File: src/ldst_defs.svh
// Sizes for the line mover; the RF row wraps after LDST_RF_ROWS, with no bounds check
`ifndef LDST_DEFS_SVH
`define LDST_DEFS_SVH

////////////////////////////////////////////////////////////
// Beat and line geometry
////////////////////////////////////////////////////////////
`define LDST_BEAT_W        32
`define LDST_BEATS         4
`define LDST_LINE_W        128   // LDST_BEAT_W * LDST_BEATS

////////////////////////////////////////////////////////////
// Address spaces
////////////////////////////////////////////////////////////
`define LDST_RF_ROWS       16
`define LDST_RF_ADDR_W     4
`define LDST_SDRAM_ADDR_W  16    // Byte address
`define LDST_LINE_STRIDE   16    // Bytes per line in SDRAM
`define LDST_CNT_W         5     // Holds 1 to 16 lines

`endif
File: src/mem_bus_pkg.sv
// Memory-side bus types; SDRAM bursts are always LDST_BEATS beats, so no count field
`include "ldst_defs.svh"

package mem_bus_pkg;

    ////////////////////////////////////////////////////////////
    // SDRAM port
    ////////////////////////////////////////////////////////////
    typedef struct packed {
        logic                            read_start;   // One-cycle pulse
        logic                            write_start;  // One-cycle pulse
        logic [`LDST_SDRAM_ADDR_W-1:0]   addr;         // Held for the burst
        logic [`LDST_BEAT_W-1:0]         write_data;
    } sdram_req_t;

    typedef struct packed {
        logic                            read_valid;
        logic [`LDST_BEAT_W-1:0]         read_data;
        logic                            write_nxt;    // Beat taken
        logic                            rw_done;      // End of burst
    } sdram_rsp_t;

    ////////////////////////////////////////////////////////////
    // RF RAM port
    ////////////////////////////////////////////////////////////
    typedef struct packed {
        logic                            we;
        logic                            re;
        logic [`LDST_RF_ADDR_W-1:0]      addr;
        logic [`LDST_LINE_W-1:0]         data;
    } rf_req_t;

endpackage

File: src/ldst_cmd_pkg.sv
// Command types only; a command with line_cnt of zero is illegal
`include "ldst_defs.svh"

package ldst_cmd_pkg;

    ////////////////////////////////////////////////////////////
    // Operation code
    ////////////////////////////////////////////////////////////
    typedef enum logic {
        OP_LOAD  = 1'b0,  // SDRAM to RF
        OP_STORE = 1'b1   // RF to SDRAM
    } ldst_op_e;

    ////////////////////////////////////////////////////////////
    // Load/store command, 26 bits
    ////////////////////////////////////////////////////////////
    typedef struct packed {
        ldst_op_e                        op;
        logic [`LDST_SDRAM_ADDR_W-1:0]   sdram_addr;  // First line, byte address
        logic [`LDST_RF_ADDR_W-1:0]      rf_row;      // First RF row
        logic [`LDST_CNT_W-1:0]          line_cnt;    // Nonzero
    } ldst_cmd_t;

endpackage

File: src/rf_ldst_top.sv
// Line mover top; cmd must stay stable while cmd_valid is high and cmd_ready is low
`timescale 1ns/1ns

`include "ldst_defs.svh"

module rf_ldst_top (
    input  logic                       clk,
    input  logic                       rst_n,
    input  logic                       cmd_valid,
    input  ldst_cmd_pkg::ldst_cmd_t    cmd,
    input  mem_bus_pkg::sdram_rsp_t    sdram_rsp,
    output logic                       cmd_ready,
    output mem_bus_pkg::sdram_req_t    sdram_req
);

    logic read_start, write_start, rf_we, rf_re;
    logic addr_clr, addr_nxt, last_line;
    logic ld_beat, ld_line, idx_inc, idx_clr;

    logic [`LDST_SDRAM_ADDR_W-1:0] sdram_addr;
    logic [`LDST_RF_ADDR_W-1:0]    rf_row;
    logic [`LDST_BEAT_W-1:0]       beat_out;
    logic [`LDST_LINE_W-1:0]       line_out;
    logic [`LDST_LINE_W-1:0]       rf_q;
    mem_bus_pkg::rf_req_t          rf_req;

    ////////////////////////////////////////////////////////////
    // Control and datapath
    ////////////////////////////////////////////////////////////
    ldst_ctrl u_ctrl (
        .clk, .rst_n, .cmd_valid,
        .op (cmd.op), .rsp (sdram_rsp), .last_line,
        .cmd_ready, .read_start, .write_start, .rf_we, .rf_re,
        .addr_clr, .addr_nxt, .ld_beat, .ld_line, .idx_inc, .idx_clr
    );

    line_addr_gen u_addr (
        .clk, .rst_n, .clr (addr_clr), .nxt (addr_nxt), .cmd,
        .sdram_addr, .rf_row, .last_line
    );

    line_buffer u_buf (
        .clk, .rst_n, .ld_beat, .ld_line, .idx_inc, .idx_clr,
        .beat_in (sdram_rsp.read_data), .line_in (rf_q),
        .beat_out, .line_out
    );

    rf_ram u_rf (.clk, .rst_n, .req (rf_req), .q (rf_q));

    // Request structs
    assign sdram_req.read_start  = read_start;
    assign sdram_req.write_start = write_start;
    assign sdram_req.addr        = sdram_addr;
    assign sdram_req.write_data  = beat_out;

    assign rf_req.we   = rf_we;
    assign rf_req.re   = rf_re;
    assign rf_req.addr = rf_row;
    assign rf_req.data = line_out;

    a_cmd_nonzero: assert property (@(posedge clk) disable iff (!rst_n)
        cmd_valid && cmd_ready |-> cmd.line_cnt != '0);

endmodule

File: src/ldst_ctrl.sv
// One line in flight; SDRAM side must not take a write beat in the write_start cycle
`timescale 1ns/1ns

module ldst_ctrl (
    input  logic                      clk,
    input  logic                      rst_n,
    input  logic                      cmd_valid,
    input  ldst_cmd_pkg::ldst_op_e    op,
    input  mem_bus_pkg::sdram_rsp_t   rsp,
    input  logic                      last_line,
    output logic                      cmd_ready,
    output logic                      read_start,
    output logic                      write_start,
    output logic                      rf_we,
    output logic                      rf_re,
    output logic                      addr_clr,
    output logic                      addr_nxt,
    output logic                      ld_beat,
    output logic                      ld_line,
    output logic                      idx_inc,
    output logic                      idx_clr
);

    typedef enum logic [2:0] {
        IDLE,
        SDRAM_RD,
        RF_WR,
        RF_RD,
        SDRAM_WR
    } state_t;

    state_t state, state_nxt;
    logic   start_pend;  // First cycle of a follow-on burst

    ////////////////////////////////////////////////////////////
    // State registers
    ////////////////////////////////////////////////////////////
    always_ff @(posedge clk or negedge rst_n) begin
        if (!rst_n) begin
            state      <= IDLE;
            start_pend <= 1'b0;
        end else begin
            state      <= state_nxt;
            start_pend <= (state == RF_WR && !last_line) || (state == RF_RD);
        end
    end

    ////////////////////////////////////////////////////////////
    // Strobes and next state
    ////////////////////////////////////////////////////////////
    always_comb begin
        cmd_ready   = 1'b0;
        read_start  = 1'b0;
        write_start = 1'b0;
        rf_we       = 1'b0;
        rf_re       = 1'b0;
        addr_clr    = 1'b0;
        addr_nxt    = 1'b0;
        ld_beat     = 1'b0;
        ld_line     = 1'b0;
        idx_inc     = 1'b0;
        idx_clr     = 1'b0;
        state_nxt   = state;

        case (state)
            IDLE: begin
                cmd_ready = 1'b1;
                addr_clr  = 1'b1;   // Track the offered command
                idx_clr   = 1'b1;
                if (cmd_valid) begin
                    if (op == ldst_cmd_pkg::OP_LOAD) begin
                        read_start = 1'b1;  // First burst in the accept cycle
                        state_nxt  = SDRAM_RD;
                    end else begin
                        state_nxt  = RF_RD;
                    end
                end
            end

            SDRAM_RD: begin
                read_start = start_pend;
                if (rsp.read_valid) begin
                    ld_beat = 1'b1;
                    idx_inc = 1'b1;
                end
                // Last beat may land with rw_done, so the RF write waits a cycle
                if (rsp.rw_done)
                    state_nxt = RF_WR;
            end

            RF_WR: begin
                rf_we     = 1'b1;
                addr_nxt  = 1'b1;
                idx_clr   = 1'b1;
                state_nxt = last_line ? IDLE : SDRAM_RD;
            end

            RF_RD: begin
                rf_re     = 1'b1;  // Row comes back next cycle
                state_nxt = SDRAM_WR;
            end

            SDRAM_WR: begin
                if (start_pend) begin
                    write_start = 1'b1;
                    ld_line     = 1'b1;
                    idx_clr     = 1'b1;
                end
                if (rsp.write_nxt)
                    idx_inc = 1'b1;
                if (rsp.rw_done) begin
                    addr_nxt  = 1'b1;  // Address held until the burst is over
                    state_nxt = last_line ? IDLE : RF_RD;
                end
            end

            default: state_nxt = IDLE;
        endcase
    end

    a_rd_beat_state: assert property (@(posedge clk) disable iff (!rst_n)
        rsp.read_valid |-> state == SDRAM_RD);

    a_wr_start_beat: assert property (@(posedge clk) disable iff (!rst_n)
        write_start |-> !rsp.write_nxt);

endmodule

File: src/rf_ram.sv
// Single-port RF RAM; read data is valid the cycle after re, contents undefined after reset
`timescale 1ns/1ns

`include "ldst_defs.svh"

module rf_ram (
    input  logic                      clk,
    input  logic                      rst_n,
    input  mem_bus_pkg::rf_req_t      req,
    output logic [`LDST_LINE_W-1:0]   q
);

    logic [`LDST_LINE_W-1:0] mem [`LDST_RF_ROWS];

    ////////////////////////////////////////////////////////////
    // Write port
    ////////////////////////////////////////////////////////////
    always_ff @(posedge clk) begin
        if (req.we)
            mem[req.addr] <= req.data;
    end

    ////////////////////////////////////////////////////////////
    // Registered read
    ////////////////////////////////////////////////////////////
    always_ff @(posedge clk) begin
        if (req.re)
            q <= mem[req.addr];  // Holds until the next read
    end

    // One port, so the controller must never ask for both
    a_we_re: assert property (@(posedge clk) disable iff (!rst_n) !(req.we && req.re));

endmodule

File: src/line_buffer.sv
// One line of LDST_BEATS beats; the index wraps, so a full burst leaves it at zero
`timescale 1ns/1ns

`include "ldst_defs.svh"

module line_buffer (
    input  logic                      clk,
    input  logic                      rst_n,
    input  logic                      ld_beat,
    input  logic                      ld_line,
    input  logic                      idx_inc,
    input  logic                      idx_clr,
    input  logic [`LDST_BEAT_W-1:0]   beat_in,
    input  logic [`LDST_LINE_W-1:0]   line_in,
    output logic [`LDST_BEAT_W-1:0]   beat_out,
    output logic [`LDST_LINE_W-1:0]   line_out
);

    localparam int IDX_W = $clog2(`LDST_BEATS);

    logic [`LDST_BEAT_W-1:0] beats [`LDST_BEATS];
    logic [IDX_W-1:0]        idx;

    ////////////////////////////////////////////////////////////
    // Beat index
    ////////////////////////////////////////////////////////////
    always_ff @(posedge clk or negedge rst_n) begin
        if (!rst_n)       idx <= '0;
        else if (idx_clr) idx <= '0;   // Clear wins over increment
        else if (idx_inc) idx <= idx + 1'b1;
    end

    ////////////////////////////////////////////////////////////
    // Beat storage
    ////////////////////////////////////////////////////////////
    always_ff @(posedge clk) begin
        if (ld_line) begin
            for (int b = 0; b < `LDST_BEATS; b++)
                beats[b] <= line_in[b*`LDST_BEAT_W +: `LDST_BEAT_W];
        end else if (ld_beat) begin
            beats[idx] <= beat_in;
        end
    end

    // Beat 0 in the low bits
    always_comb begin
        for (int b = 0; b < `LDST_BEATS; b++)
            line_out[b*`LDST_BEAT_W +: `LDST_BEAT_W] = beats[b];
    end

    assign beat_out = beats[idx];

    a_one_load: assert property (@(posedge clk) disable iff (!rst_n) !(ld_beat && ld_line));

endmodule

File: src/line_addr_gen.sv
// Outputs follow cmd directly while clr is high; the RF row wraps modulo LDST_RF_ROWS
`timescale 1ns/1ns

`include "ldst_defs.svh"

module line_addr_gen (
    input  logic                            clk,
    input  logic                            rst_n,
    input  logic                            clr,
    input  logic                            nxt,
    input  ldst_cmd_pkg::ldst_cmd_t         cmd,
    output logic [`LDST_SDRAM_ADDR_W-1:0]   sdram_addr,
    output logic [`LDST_RF_ADDR_W-1:0]      rf_row,
    output logic                            last_line
);

    localparam logic [`LDST_SDRAM_ADDR_W-1:0] STRIDE   = `LDST_LINE_STRIDE;
    localparam logic [`LDST_CNT_W-1:0]        ONE_LEFT = 1;

    logic [`LDST_SDRAM_ADDR_W-1:0] addr_q;
    logic [`LDST_RF_ADDR_W-1:0]    row_q;
    logic [`LDST_CNT_W-1:0]        cnt_q;   // Lines still to move

    always_ff @(posedge clk or negedge rst_n) begin
        if (!rst_n) begin
            addr_q <= '0;
            row_q  <= '0;
            cnt_q  <= '0;
        end else if (clr) begin
            addr_q <= cmd.sdram_addr;
            row_q  <= cmd.rf_row;
            cnt_q  <= cmd.line_cnt;
        end else if (nxt) begin
            addr_q <= addr_q + STRIDE;
            row_q  <= row_q + 1'b1;
            cnt_q  <= cnt_q - 1'b1;
        end
    end

    // Lets a burst start in the same cycle the command is taken
    assign sdram_addr = clr ? cmd.sdram_addr : addr_q;
    assign rf_row     = clr ? cmd.rf_row : row_q;
    assign last_line  = (cnt_q == ONE_LEFT);  // The step taken now leaves zero

    // Controller must stop stepping once the command is used up
    a_nxt_cnt: assert property (@(posedge clk) disable iff (!rst_n) nxt |-> cnt_q != '0);

endmodule

File: config.mk
export PLATFORM = sky130hd
export DESIGN_NAME = rf_ldst_top
export DESIGN_NICKNAME = d
export VERILOG_FILES = /design/src/mem_bus_pkg.sv /design/src/ldst_cmd_pkg.sv /design/src/rf_ldst_top.sv /design/src/ldst_ctrl.sv /design/src/rf_ram.sv /design/src/line_buffer.sv /design/src/line_addr_gen.sv
export VERILOG_INCLUDE_DIRS = /design/src
export SDC_FILE = /design/constraint.sdc
export NUM_CORES = 2
export LEC_CHECK = 0
export ABC_AREA = 0
export BUFFER_PORTS_ARGS = -buffer_cell sky130_fd_sc_hd__buf_4
export CAP_MARGIN = 20
export CORE_ASPECT_RATIO = 1.1
export CORE_MARGIN = 8
export CORE_UTILIZATION = 62
export DETAILED_ROUTE_END_ITERATION = 12
export MAX_ROUTING_LAYER = met4
export PLACE_DENSITY = 0.79
export REMOVE_ABC_BUFFERS = 1
export SYNTH_ARGS = -nofsm -noshare
export SYNTH_HDL_FRONTEND = slang
export SYNTH_SLANG_ARGS = --single-unit
File: constraint.sdc
create_clock -name clk -period 9.6 [get_ports clk]
set_input_delay 0.48 -clock clk [delete_from_list [all_inputs] [get_ports clk]]
set_output_delay 0.48 -clock clk [all_outputs]
set_load 0.005 [all_outputs]
-- Yosys cells after proc, flatten, opt, wreduce, memory -nomap -nowiden
Memory sizes are Yosys's and may differ from the RTL's. A register that Yosys moved wholly into a read port is not among the register bits.
Cells that the tools add are included.
- register bits after elaboration: 31
- bits in latches: 0
- bits in writable memories: 2176
- ROM bits: 0
- input port bits: 64
- output and inout port bits: 51
- memories: 2
- memory list (name ; depth ; width ; read ports ; clocked after Yosys merged registers in ; wr ports ; RTL line ; source):
    u_rf.mem ; 16 ; 128 ; 1 ; 1 ; 1 ; rf_ram.sv:13 ; logic [`LDST_LINE_W-1:0] mem [`LDST_RF_ROWS];
    u_buf.beats ; 4 ; 32 ; 5 ; 0 ; 4 ; line_buffer.sv:21 ; logic [`LDST_BEAT_W-1:0] beats [`LDST_BEATS];
- add/sub/neg operators: 4
- multipliers: 0
- divide/modulo/power cells: 0
- $lt $le $gt $ge: 0
- eq/ne operators: 8
- shift operators: 0
- mux-type cells: 42
- bitwise gates (word level): 0
- reductions and logical operators: 9
- operator list (kind ; number):
    16-bit 2-to-1 mux ; 3
    32-bit 2-to-1 mux ; 1
    32-bit OR reduction ; 1
    1-bit 2-to-1 mux ; 20
    16-bit by 5-bit adder with 16-bit output, second input constant ; 1
    3-bit case mux with 5 select lines ; 1
    4-bit 2-to-1 mux ; 3
    2-bit 2-to-1 mux ; 5
    5-bit 2-to-1 mux ; 2
    3-bit 2-to-1 mux ; 3
    1-bit case mux with 2 select lines ; 4
    3-bit by 2-bit equality test with 1-bit output, second input constant ; 2
    2-bit != test, second input constant ; 3
    5-bit by 1-bit equality test with 1-bit output, second input constant ; 1
    5-bit by 1-bit subtractor with 5-bit output, second input constant ; 1
    4-bit by 1-bit adder with 4-bit output, second input constant ; 1
    2-bit nonzero test ; 2
    3-bit by 1-bit equality test with 1-bit output, second input constant ; 1
    3-bit equality test, second input constant ; 1
    3-bit logical NOT ; 1
    3-bit AND reduction ; 1
    2-bit by 1-bit adder with 2-bit output, second input constant ; 1
    2-bit OR reduction ; 1
    1-bit logical AND ; 1
    other kinds (2) ; 2

-- Depth between registers and ports, before layout
- depth in word-level cells: 7
- gate-level depth with buffers: 9
- mapped depth without buffers: 6

-- Hierarchy
From an unflattened synthesis, not the netlist that was laid out.
- cells, all modules: 3811
- area total of the unflattened synthesis: 88727.6 um^2
- modules (own cells, without submodules) (module ; instances ; cells each ; area an instance (um^2) ; sequential area each (um^2)):
    rf_ram ; 1 ; 3271 ; 80405.9 ; 65342.7
    line_buffer ; 1 ; 330 ; 6414.9 ; 3893.7
    line_addr_gen ; 1 ; 168 ; 1532.7 ; 625.6
    ldst_ctrl ; 1 ; 40 ; 359.1 ; 100.1
    rf_ldst_top ; 1 ; 2 ; 15.0 ; 0.0

-- Worst setup path after synthesis
Ideal clock, no wire load.
- path type: reg2reg
- from: register u_ctrl.state[2]
- to: memory u_rf.mem[11][0] (netlist name) (enable)
- library setup time: 0.617 ns
- arrival: 6.941 ns
- setup slack: 2.041 ns
- stages on the path, launching flop included: 8
- path buffers: 2
- period minus slack after synthesis: 7.559 ns
- cells stage by stage: dfrtp_1 > or3_1 > buf_6 > inv_2 > mux2i_1 > nand2_1 > clkbuf_1 > nor2_1
- longest elaborated chain between the ends: 4
- elaborated cells on any way between the ends: 7
- classes of those cells: eq/ne: 1; mux: 5; reduce/logical: 1
- ends and longest elaborated chain (item ; RTL line ; source):
    start: declaration ; ldst_ctrl.sv:32 ; state_t state, state_nxt;
    start signal: assignment ; ldst_ctrl.sv:43 ; state <= state_nxt;
    3-bit by 2-bit equality test with 1-bit output ; ldst_ctrl.sv:65 ; case (state)
    1-bit 2-to-1 mux ; ldst_ctrl.sv:65 ;
    1-bit 2-to-1 mux ; rf_ram.sv:19 ; if (req.we)
    1-bit 2-to-1 mux (implied by the code) ; rf_ram.sv:20 ; mem[req.addr] <= req.data;
    end: declaration ; rf_ram.sv:13 ;
Parallel ways exist; a longest one is shown, timed or not.

-- Worst setup path in the final report
- from: register u_ctrl.state[0]
- to: memory u_rf.mem[8][70] (netlist name) (enable)
Same word-level chain as after synthesis.

==> metrics.yaml <==
power_and_ir_drop:
  irDropWorstVdd_uv: 439.6
  p_seq_share_pct: 42.7
  power_frac_clock_pct: 26.6
  p_leak_nw: 30.90
  powerDensity_nw_per_um2: 309.2
  comb_power_share_pct: 30.7
  switching_power_mw: 9.443
  sw_frac_of_total_pct: 31.10
  intPower_mw: 20.92
timing:
  period_minus_slack_ns: 5.078
  period_share_pct: 52.90
  fmax_ghz: 0.1969
  tightestPinTransition_ns: 1.176
  hold_slack_ns: 0.06574
  rsz0062_at_grt: "false"
  slew_viol_final: 0
  hold_viol: 0
  skew_ns: 0.02240
  relSlewSlack_pct: 21.60
  setup_viol: 0
floorplan:
  rows: 145
  io_pins: 115
  die_w_um: 376.2
  die_area_um2: 155000
  core-area_um2: 141900
  die-height_um: 412.2
  start_util_pct: 62.36
global_routing:
  antenna_found_initial: 5
  overflow: 0
  grt_pass1_wl_um: 321100
  grt_usage_pct: 29.53
  grt_pass1_vias: 45950
  grt_max_degree: 129
clock_network:
  cts_buffers: 206
  clk_pin_slew_ns: 0.06
  htree_levels: 4
  clock_path_buffers: 3
  tritoncts: "done"
  post-cts-setup-buffer-count: 0
  numClockSinks: 2335
  clockRootBuffer: "clkbuf_16"
  clk-insertion-delay-late_ns: 0.83
final_layout:
  final_core_util_pct: 69.21
  fillers: 7783
  area_growth_pct: 10.99
  nets: 4220
  layout-drive-gt1-share_pct: 26.42
synthesis:
  synthTopCellsByArea: "edfxtp_1 78%, mux4_2 14%, o22ai_1 1.8%"
  async_flop_share_pct: 1.328
  syn_area_per_cell_um2: 22.57
  syn-instance-count: 3920
  synth_top_area_share_pct: 78.21
  synth_edf_count: 2304
  synth_area_um2: 88470
  ys_types: 51
  ys_ff_latch: 2335
  ys_seq_area_share_pct: 79.08
  ys_warn_count: 0
  synth_ff_type: "edfxtp_1"
  yosysTopAreaCell: "edfxtp_1"
setup_path:
  start_kind: "register"
  crit_arrival_ns: 5.52
  critPathMaxFanout: 51
  path_class: "register to register"
  timing.reg2reg.setup_slack_ns: 4.52
  cp-end-kind: "register"
  required_ns: 10.04
job:
  cap_viol_max_count: 0
place:
  dp_hpwl_um: 91650
  port_buffers: 114
  routabilityCongestion: 0.7509
status:
  status: "complete, no violations"
route:
  finalWirelength_um: 221900
  post-route-drc-count: 0
  vias: 44450
  vias_per_cell: 7.124
  wl_per_cell_um: 35.55
  drt_iter0_markers: 5996
  firstDrtPassIters: 6
  drtAntennaViolNets: 0
min_path:
  min_path_type: "input pin to register"
[power groups by stage]
stage          Clock (mW)  Combinational (mW)  Sequential [mW]
3_3_place_gp            0                8.87             13.0
4_1_cts              8.15                9.33             12.9
3_5_place_dp            0                9.01             13.1
2_1_floorplan           0                6.52             12.9
6_report             8.09                9.31             13.0
5_1_grt              8.50                9.84             13.0
[worst paths after layout]
check,cells after the start,startpoint,endpoint
worst max-delay path,8,u_ctrl.state[0],u_rf.mem[8][70]
worst min-delay path,4,cmd[21],u_addr.addr_q[12]
worst max register to register,8,u_ctrl.state[0],u_rf.mem[8][70]
worst min register to register,2,u_addr.addr_q[2],u_addr.addr_q[2]
max in group asynchronous,2,rst_n,u_buf.idx[0]
min in group asynchronous,2,rst_n,u_ctrl.state[1]
[layout make-up]
type | instances | area (um^2) | share of cell area, %
clock inverter | 124 | 1062 | 1.082
clock buffer | 255 | 5381 | 5.481
antenna | 6 | 15.01 | 0.01529
timing repair buffer | 239 | 2090 | 2.128
sequential | 2335 | 69970 | 71.26
tap | 1911 | 2391 | 2.435
multi-input combinational | 1362 | 17250 | 17.57
inverter | 8 | 30.03 | 0.03058
[logic make-up (layout without fill, tap and decap cells)]
kind of cell,count (synthesis),count (layout),share of synthesized area [%]
AO/OA/AOI/OAI,336,336,2.346
AND/OR/NAND/NOR,377,377,1.714
XOR/XNOR,1,1,0.009902
multiplexers,644,644,15.15
adder cells (fa/ha/maj),4,4,0.05657
buffers and inverters,223,626,1.642
other,0,6,0
flip-flops,2335,2335,79.08
[per-layer routing]
metal  vias to the layer above  share of wire, %  track usage [%]
met5                         -                 0                -
met4                         0               4.5            11.65
met3                       655                12            6.203
met2                      3732                50            47.27
met1                     23060                34            37.73
li1                      17010                 -                -
[sequential cells by signal, summed over array words and instances (netlist names)]
signal	flops
u_buf.idx	2
u_addr.cnt_q	5
u_rf.q	128
u_ctrl.start_pend	1
u_ctrl.state	3
u_addr.addr_q	16
u_rf.mem	2048
u_buf.beats	128
u_addr.row_q	4
[repair_timing]
action,in CTS,in global routing
hold endpoints to repair,148,0
hold buffers,53,0
resized for setup,0,0
[cell usage after synthesis, types with 2 or more instances]
cell and instances:
edfxtp_1 2304, mux4_2 537, o22ai_1 261, nand2_1 172, nor2_1 163, mux2_2 98, buf_2 81, clkbuf_1 63
buf_6 31, dfrtp_1 31, o21ai_0 27, a21oi_1 25, buf_8 24, buf_1 13, nand3_1 12, inv_1 7
mux4_1 7, and3_1 5, ha_1 4, nor3_1 4, a22oi_1 3, a31oi_1 3, buf_4 3, nor2b_1 3
nor3b_1 3, nor4b_1 3, a21o_1 2, a21oi_2 2, a31o_2 2, mux2i_1 2, nand3b_1 2, nand4_1 2
or2_2 2, or3_1 2
[cells in the final DEF (no fill, tap or decap), types with 3 or more instances in the layout]
cell,instances
mux4_2,537
o22ai_1,261
nand2_4,4
nor2b_1,3
dfrtp_1,29
buf_4,173
mux2_2,98
nor4b_1,3
clkbuf_1,47
clkinv_2,36
a21oi_1,25
inv_1,7
buf_12,13
nand2_2,3
a22oi_1,3
clkinvlp_4,9
ha_1,4
clkbuf_16,208
nor3b_1,3
clkinv_8,5
nor3_1,3
dlygate4sd3_1,53
nor2_4,16
bufinv_16,15
mux4_1,7
o21ai_0,27
and3_1,4
a31oi_1,3
nor2_1,147
nand3_1,11
inv_6,8
edfxtp_1,2304
nand2_1,165
diode_2,6
clkinv_1,49
[stage by stage]
step	TNS, ns	instance area (um^2)	cells	setup WS, ns	power [mW]
after CTS	0	98180	6234	4.579	30.43
after detailed placement	0	91200	5802	4.641	22.13
after global placement	0	91200	5802	4.688	21.92
final	0	98190	6240	4.522	30.36
after floorplan	-3884.00	87040	3705	-20.08	19.45
after global routing	0	98190	6240	4.333	31.35
[worst max-delay path, stage by stage, from the launching register on]
cell and delay, ns:
dfrtp_1 0.58, or3_1 0.43, inv_2 0.53, mux2i_1 0.50
nand2_4 0.33, buf_4 0.50, nor2_4 0.26, buf_4 0.67
buf_4 0.78
(Power assumes the default switching activity.)
